[src/gem_rx_pkg.sv]
package gem_rx_pkg;

  // ----------------------------------------------------------
  // Link word and frame types
  // ----------------------------------------------------------
  typedef logic [15:0] fiber_word_t; // Two bytes per fiber word
  typedef logic [1:0]  k_flags_t;    // One K flag per byte, bit 0 = low byte
  typedef logic [55:0] frame_t;      // 7 payload bytes, byte 0 in bits 7:0
  typedef logic [7:0]  link_cnt_t;   // Link error count, saturating
  typedef logic [15:0] err_cnt_t;    // Error count as read by software
  typedef logic [3:0]  dly_sel_t;    // Crossing delay select, 0 means 1 bx

  // ----------------------------------------------------------
  // 8b/10b control characters
  // ----------------------------------------------------------
  localparam logic [7:0] k_comma = 8'hBC; // K28.5, frame marker
  localparam logic [7:0] k_start = 8'h3C; // K28.1, start pattern
  localparam logic [7:0] k_fc    = 8'hFC; // K28.7, latency code

  // Expected next PRBS frame
  // 56-bit Fibonacci LFSR, taps 56 55 35 34, stepped once per frame
  function automatic frame_t prbs_next(input frame_t prev);
    logic fb;
    fb = prev[55] ^ prev[54] ^ prev[34] ^ prev[33]; // Tap n is bit n-1
    return {prev[54:0], fb};
  endfunction

endpackage

[src/gem_frame_aligner.sv]
`timescale 1ns/100ps
module gem_frame_aligner import gem_rx_pkg::*; #(
  parameter int LOCK_FRAMES = 4                   // Good frame markers needed to lock
) (
  input  logic        clock,
  input  logic        gtx_rx_reset,
  input  fiber_word_t rx_word,                    // One fiber word per clock
  input  k_flags_t    rx_k,                       // Per-byte K flags
  output logic        frame_strobe,               // One pulse per assembled frame
  output frame_t      frame_data,
  output logic        frame_k_err,                // Bad K usage somewhere in this frame
  output logic        rx_start,                   // Start pattern seen in word 0
  output logic        rx_fc,                      // Latency code seen in word 0
  output logic [7:0]  k_char,                     // Low byte of word 0, held
  output logic        aligned
);

  localparam int CNT_W = $clog2(LOCK_FRAMES + 1);

  typedef enum logic [1:0] {st_hunt, st_verify, st_locked} align_state_t;

  align_state_t     state;
  logic [1:0]       phase;                        // Phase of the incoming word
  logic [CNT_W-1:0] lock_cnt;
  logic [39:0]      pay_acc;                      // Payload bytes 0 to 4
  logic [7:0]       k0_q;                         // Word 0 code byte
  logic             kerr_acc;
  logic             is_comma;
  logic             is_kcode;
  logic             word0;
  logic             word3;

  // ----------------------------------------------------------
  // Word classification
  // ----------------------------------------------------------
  assign is_comma = rx_k[0] && (rx_word[7:0] == k_comma);
  assign is_kcode = rx_k[0] && (rx_word[7:0] == k_comma || rx_word[7:0] == k_start ||
                                rx_word[7:0] == k_fc);

  // Hunt restarts the phase on any comma, otherwise phase free-runs
  assign word0 = (state == st_hunt) ? is_comma : (phase == 2'd0);
  assign word3 = (state != st_hunt) && (phase == 2'd3);

  assign aligned = (state == st_locked);

  // ----------------------------------------------------------
  // Lock FSM and word phase
  // ----------------------------------------------------------
  always_ff @(posedge clock or posedge gtx_rx_reset) begin
    if (gtx_rx_reset) begin
      state    <= st_hunt;
      phase    <= 2'd0;
      lock_cnt <= '0;
    end else begin
      case (state)
        st_hunt: begin
          if (is_comma) begin
            state    <= (LOCK_FRAMES <= 1) ? st_locked : st_verify;
            lock_cnt <= CNT_W'(1);
            phase    <= 2'd1;                     // Next word is word 1
          end
        end
        default: begin
          phase <= phase + 2'd1;
          if (phase == 2'd0) begin
            if (!is_kcode) begin
              state <= st_hunt;                   // Marker missing at expected phase
            end else if (state == st_verify) begin
              if (lock_cnt == CNT_W'(LOCK_FRAMES - 1)) state <= st_locked;
              else lock_cnt <= lock_cnt + 1'b1;
            end
          end
        end
      endcase
    end
  end

  // Payload collection, byte 0 rides in the high byte of word 0
  always_ff @(posedge clock) begin
    if (word0) begin
      pay_acc[7:0] <= rx_word[15:8];
      k0_q         <= rx_word[7:0];
    end
    if (state != st_hunt && phase == 2'd1) pay_acc[23:8]  <= rx_word;
    if (state != st_hunt && phase == 2'd2) pay_acc[39:24] <= rx_word;
    if (word3) frame_data <= {rx_word, pay_acc};  // Bytes 5 and 6 straight in
  end

  // ----------------------------------------------------------
  // Frame strobe, K errors and word 0 decode
  // ----------------------------------------------------------
  always_ff @(posedge clock or posedge gtx_rx_reset) begin
    if (gtx_rx_reset) begin
      kerr_acc     <= 1'b0;
      frame_strobe <= 1'b0;
      frame_k_err  <= 1'b0;
      rx_start     <= 1'b0;
      rx_fc        <= 1'b0;
      k_char       <= 8'h00;
    end else begin
      frame_strobe <= word3;
      rx_start     <= word3 && (k0_q == k_start);
      rx_fc        <= word3 && (k0_q == k_fc);
      if (word0) kerr_acc <= rx_k[1] || !is_kcode; // K flag on payload byte 0
      else       kerr_acc <= kerr_acc || (|rx_k);
      if (word3) begin
        frame_k_err <= kerr_acc || (|rx_k);
        k_char      <= k0_q;
      end
    end
  end

endmodule

[src/gem_link_monitor.sv]
`timescale 1ns/100ps
module gem_link_monitor import gem_rx_pkg::*; #(
  parameter int LOCK_FRAMES = 4                   // Clean frames in a row for link good
) (
  input  logic      clock,
  input  logic      gtx_rx_reset,
  input  logic      ttc_resync,                   // Clears all link status
  input  logic      frame_strobe,
  input  logic      frame_k_err,
  input  logic      aligned,
  output logic      link_good,
  output logic      link_bad,
  output logic      link_had_err,                 // Sticky until resync
  output link_cnt_t link_errcount
);

  localparam int CNT_W = $clog2(LOCK_FRAMES + 1);

  logic [CNT_W-1:0] good_run;                     // Clean frames since last error
  logic             aligned_q;
  logic             lost_align;
  logic             link_err;
  logic             clean_frame;

  // ----------------------------------------------------------
  // Error events
  // ----------------------------------------------------------
  assign lost_align  = aligned_q && !aligned;     // Falling edge of aligned
  assign link_err    = (frame_strobe && frame_k_err) || lost_align;
  assign clean_frame = frame_strobe && !frame_k_err;

  always_ff @(posedge clock or posedge gtx_rx_reset) begin
    if (gtx_rx_reset) begin
      aligned_q     <= 1'b0;
      good_run      <= '0;
      link_good     <= 1'b0;
      link_bad      <= 1'b0;
      link_had_err  <= 1'b0;
      link_errcount <= '0;
    end else if (ttc_resync) begin
      aligned_q     <= aligned;                   // Keep edge detect honest across resync
      good_run      <= '0;
      link_good     <= 1'b0;
      link_bad      <= 1'b0;
      link_had_err  <= 1'b0;
      link_errcount <= '0;
    end else begin
      aligned_q <= aligned;
      if (link_err) begin
        good_run     <= '0;
        link_good    <= 1'b0;                     // Drop good until a fresh clean run
        link_had_err <= 1'b1;
        if (link_errcount != 8'hFF) link_errcount <= link_errcount + 1'b1;
        if (link_errcount >= 8'hFE) link_bad <= 1'b1; // Count hits 255 here
      end else if (clean_frame) begin
        if (good_run != CNT_W'(LOCK_FRAMES)) good_run <= good_run + 1'b1;
        if (good_run == CNT_W'(LOCK_FRAMES - 1)) link_good <= 1'b1;
      end
    end
  end

endmodule

[src/gem_prbs_checker.sv]
`timescale 1ns/100ps
module gem_prbs_checker import gem_rx_pkg::*; (
  input  logic     clock,
  input  logic     gtx_rx_reset,
  input  logic     prbs_en,                       // PRBS test mode
  input  logic     frame_strobe,
  input  frame_t   frame_data,
  input  logic     aligned,
  output logic     rx_match,                      // Frame followed the PRBS sequence
  output logic     prbs_err,
  output err_cnt_t prbs_errcount
);

  frame_t prev_frame;
  frame_t expect_frame;
  logic   prev_valid;                             // prev_frame holds a real frame
  logic   armed;                                  // First test frame already seen
  logic   match_now;

  // ----------------------------------------------------------
  // Prediction from the previous frame
  // ----------------------------------------------------------
  assign expect_frame = prbs_next(prev_frame);
  assign match_now    = prev_valid && (frame_data == expect_frame);

  // Self-synchronizing, always predict from what was received
  always_ff @(posedge clock) begin
    if (frame_strobe) prev_frame <= frame_data;
  end

  // ----------------------------------------------------------
  // Match flag and error counter
  // ----------------------------------------------------------
  always_ff @(posedge clock or posedge gtx_rx_reset) begin
    if (gtx_rx_reset) begin
      prev_valid    <= 1'b0;
      armed         <= 1'b0;
      rx_match      <= 1'b0;
      prbs_err      <= 1'b0;
      prbs_errcount <= '0;
    end else begin
      if (frame_strobe) begin
        prev_valid <= 1'b1;
        rx_match   <= match_now;
      end
      if (!prbs_en) begin
        armed         <= 1'b0;                    // Test off, start over next time
        prbs_err      <= 1'b0;
        prbs_errcount <= '0;
      end else if (frame_strobe) begin
        armed <= 1'b1;
        if (aligned && armed && !match_now) begin
          prbs_err <= 1'b1;
          if (prbs_errcount != 16'hFFFF) prbs_errcount <= prbs_errcount + 1'b1;
        end else begin
          prbs_err <= 1'b0;
        end
      end
    end
  end

endmodule

[src/gem_bx_delay.sv]
`timescale 1ns/100ps
module gem_bx_delay import gem_rx_pkg::*; (
  input  logic     clock,
  input  logic     gtx_rx_reset,
  input  logic     frame_strobe,                  // Advance once per crossing
  input  frame_t   frame_data,
  input  dly_sel_t delay_is,                      // 0 to 15 gives 1 to 16 bx
  input  logic     ignore_link,                   // Link not usable, feed zeros
  output frame_t   gtx_rx_data
);

  frame_t dly_line [16];

  // ----------------------------------------------------------
  // 16-deep frame shift register
  // ----------------------------------------------------------
  always_ff @(posedge clock or posedge gtx_rx_reset) begin
    if (gtx_rx_reset) begin
      for (int i = 0; i < 16; i++) begin
        dly_line[i] <= '0;                        // Line reads zero until filled
      end
    end else if (frame_strobe) begin
      dly_line[0] <= ignore_link ? '0 : frame_data; // Keep bad links off the triads
      for (int i = 1; i < 16; i++) begin
        dly_line[i] <= dly_line[i-1];
      end
    end
  end

  // Tap read with pre-shift contents, so tap 0 is one crossing old
  always_ff @(posedge clock or posedge gtx_rx_reset) begin
    if (gtx_rx_reset) gtx_rx_data <= '0;
    else if (frame_strobe) gtx_rx_data <= dly_line[delay_is];
  end

endmodule

[src/gem_gtx_optical_rx.sv]
`timescale 1ns/100ps
module gem_gtx_optical_rx import gem_rx_pkg::*; #(
  parameter int LOCK_FRAMES = 4                   // Frames to lock and to call link good
) (
  input  logic        clock,
  input  logic        gtx_rx_reset,
  input  logic        clear_sync,                 // Clears registered status
  input  logic        ttc_resync,                 // Clears link monitor
  input  fiber_word_t rx_word,
  input  k_flags_t    rx_k,
  input  logic        gtx_rx_en_prbs_test,        // PRBS test mode
  input  dly_sel_t    delay_is,
  output logic        gtx_rx_start,
  output logic        gtx_rx_fc,
  output logic        gtx_rx_valid,               // Aligned on commas
  output logic        gtx_rx_match,
  output logic        gtx_rx_sync_done,           // Link good
  output logic        gtx_rx_err,
  output err_cnt_t    gtx_rx_err_count,           // PRBS or link errors, by mode
  output frame_t      gtx_rx_data,
  output logic [7:0]  k_char,
  output logic        link_had_err,
  output logic        link_good,
  output logic        link_bad
);

  logic       frame_strobe;
  frame_t     frame_data;
  logic       frame_k_err;
  logic       rx_start, rx_fc;
  logic [7:0] rx_k_char;
  logic       aligned;
  logic       mon_good, mon_bad, mon_had_err;
  link_cnt_t  link_errcount;
  logic       rx_match, prbs_err;
  err_cnt_t   prbs_errcount;
  logic       ignore_link;

  // ----------------------------------------------------------
  // Receive blocks
  // ----------------------------------------------------------
  gem_frame_aligner #(.LOCK_FRAMES(LOCK_FRAMES)) i_aligner (
    .clock, .gtx_rx_reset, .rx_word, .rx_k,
    .frame_strobe, .frame_data, .frame_k_err,
    .rx_start, .rx_fc, .k_char(rx_k_char), .aligned
  );

  gem_link_monitor #(.LOCK_FRAMES(LOCK_FRAMES)) i_link_monitor (
    .clock, .gtx_rx_reset, .ttc_resync, .frame_strobe, .frame_k_err, .aligned,
    .link_good(mon_good), .link_bad(mon_bad), .link_had_err(mon_had_err), .link_errcount
  );

  gem_prbs_checker i_prbs_checker (
    .clock, .gtx_rx_reset, .prbs_en(gtx_rx_en_prbs_test), .frame_strobe, .frame_data,
    .aligned, .rx_match, .prbs_err, .prbs_errcount
  );

  assign ignore_link = !mon_good || mon_bad;      // Zero payload on an unusable link

  gem_bx_delay i_bx_delay (
    .clock, .gtx_rx_reset, .frame_strobe, .frame_data, .delay_is, .ignore_link,
    .gtx_rx_data
  );

  // ----------------------------------------------------------
  // Registered status outputs
  // ----------------------------------------------------------
  always_ff @(posedge clock or posedge gtx_rx_reset) begin
    if (gtx_rx_reset) begin
      gtx_rx_start     <= 1'b0;
      gtx_rx_fc        <= 1'b0;
      gtx_rx_valid     <= 1'b0;
      gtx_rx_match     <= 1'b0;
      gtx_rx_sync_done <= 1'b0;
      gtx_rx_err       <= 1'b0;
      gtx_rx_err_count <= '0;
      k_char           <= 8'h00;
      link_had_err     <= 1'b0;
      link_good        <= 1'b0;
      link_bad         <= 1'b0;
    end else if (clear_sync) begin
      gtx_rx_start     <= 1'b0;
      gtx_rx_fc        <= 1'b0;
      gtx_rx_valid     <= 1'b0;
      gtx_rx_match     <= 1'b0;
      gtx_rx_sync_done <= 1'b0;
      gtx_rx_err       <= 1'b0;
      gtx_rx_err_count <= '0;
      k_char           <= 8'h00;
      link_had_err     <= 1'b0;
      link_good        <= 1'b0;
      link_bad         <= 1'b0;
    end else begin
      gtx_rx_start     <= rx_start;
      gtx_rx_fc        <= rx_fc;
      gtx_rx_valid     <= aligned;
      gtx_rx_match     <= rx_match;
      gtx_rx_sync_done <= mon_good;
      gtx_rx_err       <= prbs_err;
      gtx_rx_err_count <= gtx_rx_en_prbs_test ? prbs_errcount : {8'h00, link_errcount};
      k_char           <= rx_k_char;
      link_had_err     <= mon_had_err;
      link_good        <= mon_good;
      link_bad         <= mon_bad;
    end
  end

endmodule

[config.mk]
export PLATFORM = sky130hd
export DESIGN_NAME = gem_gtx_optical_rx
export DESIGN_NICKNAME = d
export VERILOG_FILES = /design/src/gem_rx_pkg.sv /design/src/gem_frame_aligner.sv /design/src/gem_link_monitor.sv /design/src/gem_prbs_checker.sv /design/src/gem_bx_delay.sv /design/src/gem_gtx_optical_rx.sv
export SDC_FILE = /design/constraint.sdc
export NUM_CORES = 2
export LEC_CHECK = 0
export BUFFER_PORTS_ARGS = -buffer_cell sky130_fd_sc_hd__clkbuf_2
export CAP_MARGIN = 20
export CORE_MARGIN = 3
export CORE_UTILIZATION = 55
export DETAILED_ROUTE_END_ITERATION = 8
export HOLD_SLACK_MARGIN = 0.02
export PLACE_DENSITY = 0.71
export SYNTH_ARGS = -nofsm -noshare
export SYNTH_HDL_FRONTEND = slang
export SYNTH_SLANG_ARGS = --single-unit
[constraint.sdc]
create_clock -name clock -period 66.1 [get_ports clock]
set_clock_uncertainty 0.1 [all_clocks]
set_input_delay 6.61 -clock clock [delete_from_list [all_inputs] [get_ports clock]]
set_output_delay 6.61 -clock clock [all_outputs]
set_load 0.005 [all_outputs]
Word-level counts from Yosys, hierarchy flattened
Cells that the tools add are included.
Widths: inputs -> output; s select.

cells by class
  add/sub/neg operators = 5
  magnitude comparators = 2
  equal/unequal tests = 23
  mux-type cells = 55
  bitwise gates (word level) = 4
  reductions and logical operators = 44

operator list
  cell                   number
  $bmux 56 s4            1
  $mux 56                3
  $mux 16                6
  $eq 56x56->1           1
  $mux 8                 4
  $mux 3                 10
  $eq 8x8->1 const B     3
  $mux 1                 24
  $add 16x1->16 const B  1
  $eq 8x6->1 const B     2
  $ne 16x16->1 const B   1
  $mux 2                 7
  $reduce_bool 2->1      7
  $logic_and 1x1->1      13
  $ne 2x1->1 const B     5
  $ne 3x3->1 const B     3
  $reduce_bool 3->1      3
  $add 8x1->8 const B    1
  $ge 8x8->1 const B     1
  $ne 8x8->1 const B     1
  $reduce_and 2->1       4
  $add 3x1->3 const B    2
  $eq 2x2->1 const B     3
  $eq 3x2->1 const B     2
  12 further kinds       25

word-level totals
  register bits after elaboration = 1199
  input port bits = 27
  output and inout bits = 89
  word-level logic and storage cells = 186

Longest topological paths before layout
  depth in word-level cells = 10
  gate-level depth with buffers = 9
  gate-level depth less buffers = 8

Modules after synthesis
A second synthesis with hierarchy kept.

unflattened totals
  cell total of the unflattened synthesis = 3248
  area total of the unflattened synthesis = 51763.4 um^2

modules (own cells, without submodules)
  module              times used  cells each  area an instance (um^2)  sequential area each (um^2)
  gem_bx_delay        1           2606        42141.7                  23822.8
  gem_frame_aligner   1           199         4140.2                   3623.5
  gem_prbs_checker    1           278         3538.4                   2182.1
  gem_gtx_optical_rx  1           79          1126.1                   800.8
  gem_link_monitor    1           86          817.0                    375.4

Worst setup path before layout
No wires, ideal clock.

  path kind = input-to-reg
  start point = input rx_k[0]
  end point = register i_aligner.kerr_acc
  library setup time = 118 ps
  data arrival time = 8715 ps
  required time = 65882 ps
  slack = 57167 ps
  stages on the path = 6
  buffers on the path = 0
  cells stage by stage = nand4_1 > or4b_1 > or3_1 > o21ai_1 > nand2_1 > a21o_1

between the ends
  elaborated cells between the ends (all ways) = 8
  classes of those cells = mux (2); reduce/logical (6)

RTL lines
  what                  line                      RTL
  from (decl)           gem_gtx_optical_rx.sv:10  input k_flags_t rx_k,
  $logic_and 1x1->1     gem_frame_aligner.sv:36   assign is_comma = rx_k[0] && (rx_word[7:0] == k_comma);
  $mux 1                gem_frame_aligner.sv:41   assign word0 = (state == st_hunt) ? is_comma : (phase == 2'd0);
  via i_aligner.word0   gem_frame_aligner.sv:30   logic word0;
  $mux 1                gem_frame_aligner.sv:104  if (word0) kerr_acc <= rx_k[1] || !is_kcode;
  to (signal assigned)  gem_frame_aligner.sv:104
  to (signal assigned)  gem_frame_aligner.sv:105  else kerr_acc <= kerr_acc || (|rx_k);
  to (decl)             gem_frame_aligner.sv:27   logic kerr_acc;

The timed path passes the listed nets, and every way through them passes these cells.
A chain may end at the register's enable or synchronous reset.

Worst setup path in the final report
  start point = input delay_is[0]
  end point = register i_bx_delay.gtx_rx_data[45]

between the ends
  word-level cells in the longest chain between the ends = 4

RTL lines
  what                                        line                      RTL
  from (decl)                                 gem_gtx_optical_rx.sv:12  input dly_sel_t delay_is,
  $not 4->5 (implied by the code)             gem_bx_delay.sv:33        else if (frame_strobe) gtx_rx_data <= dly_line[delay_is];
  $bmux 56 s4                                 gem_bx_delay.sv:33
  $mux 56 (implied by the code) (2 in a row)  gem_bx_delay.sv:33
  to (signal assigned)                        gem_bx_delay.sv:33
  to (decl)                                   gem_bx_delay.sv:9         output frame_t gtx_rx_data

No other way between the ends. The select of a mux whose other input is x is not followed.

==> flow_metrics.py <==
metrics = {
    "floorplanning": {
        "fp-row-count": 111,
        "die_w_um": 312.1,
        "die-area_um2": 97380,
        "fp.dieH_um": 312.1,
        "initial_core_util_pct": 55.87,
        "core_um2": 92220,
        "boundaryPins": 116,
    },
    "place": {
        "gp_congestion": 0.8252,
        "hpwl_um": 58300,
        "numPortBuffers": 115,
        "pre_cts_slack_ps": 55460,
    },
    "synth": {
        "ys_ff_latch": 1199,
        "yosys_warnings": 0,
        "syn_inst": 3083,
        "ys.flop_type": "dfrtp_1",
        "yosys.area.top_type_share_pct": 50.46,
        "synth_nets": 3122,
        "syn_area_um2": 51520,
        "async_flop_share_pct": 86.66,
        "synth_area_per_cell_um2": 16.71,
        "synth_edf_count": 160,
        "synth.area.top_cells": "dfrtp_1 (50%), mux2_2 (19%), mux4_2 (9.5%)",
        "synth_top_cell_by_area": "dfrtp_1",
        "synth_seq_area_share_pct": 59.79,
        "synthDistinctLibCells": 58,
    },
    "pwr": {
        "swShare_pct": 21.62,
        "leakagePower_nw": 26.58,
        "seq_power_share_pct": 49.6,
        "ir_drop_uv": 19.54,
        "powerDensity_nw_per_um2": 27.03,
        "p_int_w": 0.001214,
        "clockPowerShare_pct": 45.6,
        "power.switching_w": 0.0003349,
        "combPwrFrac_pct": 4.8,
    },
    "global_route": {
        "antenna_found_initial": 1,
        "gr-total-overflow": 0,
        "grt_max_degree": 201,
        "grtUsageMet1_pct": 27.25,
        "first_global_vias": 28216,
        "top_usage_layer": "met2",
        "grt_util_met2_pct": 33.13,
        "grt_pass1_wl_um": 155900,
        "grt_util_met3_pct": 3.461,
        "grt_util_all_layers_pct": 19.87,
    },
    "sta": {
        "finalSetupViolations": 0,
        "slew_headroom_pct": 23.27,
        "finalCriticalPeriod_ps": 9704,
        "grt_setup_unrepaired": "no",
        "tightest_slew_ps": 1151,
        "slew_violations": 0,
        "fin_ws_ps": 56400,
        "hold_viol_final": 0,
        "setup-tns-final_ps": 0,
        "max_freq_mhz": 103.1,
        "layout_worst_path_cycle_share_pct": 14.68,
    },
    "drt": {
        "ant_nets": 0,
        "drt-initial-drc-count": 1818,
        "drc": 0,
        "routed_wl_um": 95270,
        "wl_per_cell_um": 21.12,
        "via_per_inst": 5.810,
        "vias": 26202,
        "drt_pre_antenna_iters": 5,
    },
    "critical_path": {
        "cp.required_ps": 66570,
        "crit_path_max_fanout": 105,
        "criticalPathCategory": "in -> reg",
        "timing.critical_path.cells": "buf_8 > buf_12 > buf_4 > mux4_1 > mux4_2 > mux2_4",
        "critPathMaxStageDelay_ps": 820,
        "critPathTopFamily": "buffers and inverters",
        "crit_buf_inv": 3,
        "worstSetupStartpointType": "primary input",
        "cp_data_arrival_time_ps": 10180,
        "end_kind": "register",
        "crit_slowest_cell": "buf_4",
    },
    "run": {
        "drv_cap": 0,
    },
    "outcome": {
        "outcome": "completed",
    },
    "clock_network": {
        "clock_latency_ps": 700,
        "htreeDepth": 3,
        "clock-sinks": 1199,
        "clkTransAtPathRegs_ps": 60,
        "cts_resized": 0,
        "cts.path.max_buffers": 3,
        "cts_tree": "done",
        "cts_setup_buffers": 0,
        "ctsHoldBuffers": 0,
        "cts_buffers": 121,
        "cts-root-buf": "clkbuf_16",
    },
    "finish": {
        "final_cell_mix": "dfrtp_1 (1,038), mux2_2 (868), mux4_2 (218)",
        "drive_gt1_share_pct": 45.07,
        "layout_commonest_cell": "dfrtp_1",
        "nNetsFinal": 3205,
        "syn_to_final_growth_pct": 11.22,
    },
    "min_path": {
        "worstHoldPathType": "reg -> reg",
    },
}
-- per-stage QoR --
stage                     util [%]  hold slack [ps]  total power (W)  cell area [µm²]  instances
after floorplan                  -            300.3        0.0008377            51520       3083
after global placement       57.46            300.7        0.0008534            52990       4282
after detailed placement     57.46            304.5        0.0008570            52990       4282
after CTS                    62.01            311.0         0.001568            57190       4505
after global routing         62.14            323.5         0.001606            57300       4510
final                        62.14            311.2         0.001549            57300       4510
-- registers in the layout (all words and copies together) (netlist names), 16 cells and up --
signal / flops
i_aligner.frame_data: 56
i_aligner.pay_acc: 40
i_bx_delay.gtx_rx_data: 56
gtx_rx_err_count: 16
i_prbs_checker.prev_frame: 56
i_bx_delay.dly_line: 896
i_prbs_checker.prbs_errcount: 16
-- per-layer routing --
metal  part of all wire (%)  wire length [µm]
met1                     44             41690
met3                    3.5              3374
met5                      0                 0
met4                    2.5              2414
met2                     50             47790
-- final timing paths --
| check | start | endpoint | slack, ps | cells after the start |
|---|---|---|---|---|
| setup / recovery | delay_is[0] | i_bx_delay.gtx_rx_data[45]$_DFFE_PP0P_ | 56400 | 6 |
| hold / removal | i_aligner.pay_acc[29]$_DFFE_PP_ | i_aligner.frame_data[29]$_DFFE_PP_ | 310 | 0 |
| setup reg to reg | i_aligner.frame_strobe$_DFF_PP0_ | i_bx_delay.dly_line[692]$_DFFE_PP0P_ | 60440 | 5 |
| hold reg to reg | i_aligner.pay_acc[29]$_DFFE_PP_ | i_aligner.frame_data[29]$_DFFE_PP_ | 310 | 0 |
| max in group asynchronous | gtx_rx_reset | i_bx_delay.dly_line[653]$_DFFE_PP0P_ | 56750 | 5 |
| min in group asynchronous | gtx_rx_reset | i_bx_delay.dly_line[397]$_DFFE_PP0P_ | 5990 | 2 |
-- layout make-up --
cell class	instances	area (µm²)
inverters	79	304.0
clock inverters	44	608.1
clock buffers	179	3595
flip-flops and latches	1199	30810
repair buffers	148	978.4
multi-input cells	1617	19450
diodes	1	2.502
well taps	1243	1555
fillers	6693	34920
-- power groups by stage --
| stage | Clock, W | Combinational, W | Sequential (W) |
|---|---|---|---|
| 3_5_place_dp | 0 | 0.0000751 | 0.000782 |
| 3_3_place_gp | 0 | 0.0000722 | 0.000781 |
| 6_report | 0.000707 | 0.0000742 | 0.000768 |
| 2_1_floorplan | 0 | 0.0000578 | 0.000780 |
| 5_1_grt | 0.000755 | 0.0000818 | 0.000769 |
| 4_1_cts | 0.000725 | 0.0000753 | 0.000768 |
-- cells by family (layout without fill, tap and decap cells) --
| kind of cell | count (synthesis) | count (layout) | synth area share [%] |
|---|---|---|---|
| flip-flops | 1199 | 1199 | 59.79 |
| other | 0 | 1 | 0 |
| buffers and inverters | 267 | 450 | 2.462 |
| AND/OR/NAND/NOR | 236 | 236 | 2.310 |
| AO/OA/AOI/OAI | 125 | 125 | 1.382 |
| XOR/XNOR | 51 | 51 | 0.8670 |
| adder cells (fa/ha/maj) | 12 | 12 | 0.2914 |
| multiplexers | 1193 | 1193 | 32.90 |
-- synthesized netlist by cell type, types with 3 or more instances --
cell type  count
a21o_1         3
a21oi_1       27
a31oi_1        3
and2_1        10
and3_1         6
buf_1         10
buf_12        11
buf_2         12
buf_4          3
buf_6          8
clkbuf_1     143
dfrtp_1     1039
edfxtp_1     160
ha_1          12
inv_1         77
mux2_2       868
mux2_4        37
mux2i_1        7
mux4_1        62
mux4_2       218
nand2_1       94
nand2b_1      13
nand3_1        9
nand4_1       15
nor2_1        25
nor2b_1       22
nor3_1         6
nor4_1         7
o2111ai_1      3
o21ai_0       64
o21ai_1        8
o31ai_1        6
or3_1         11
or4_1          7
xnor2_1       33
xor2_1        18
Power figures use the tool's default switching activity.
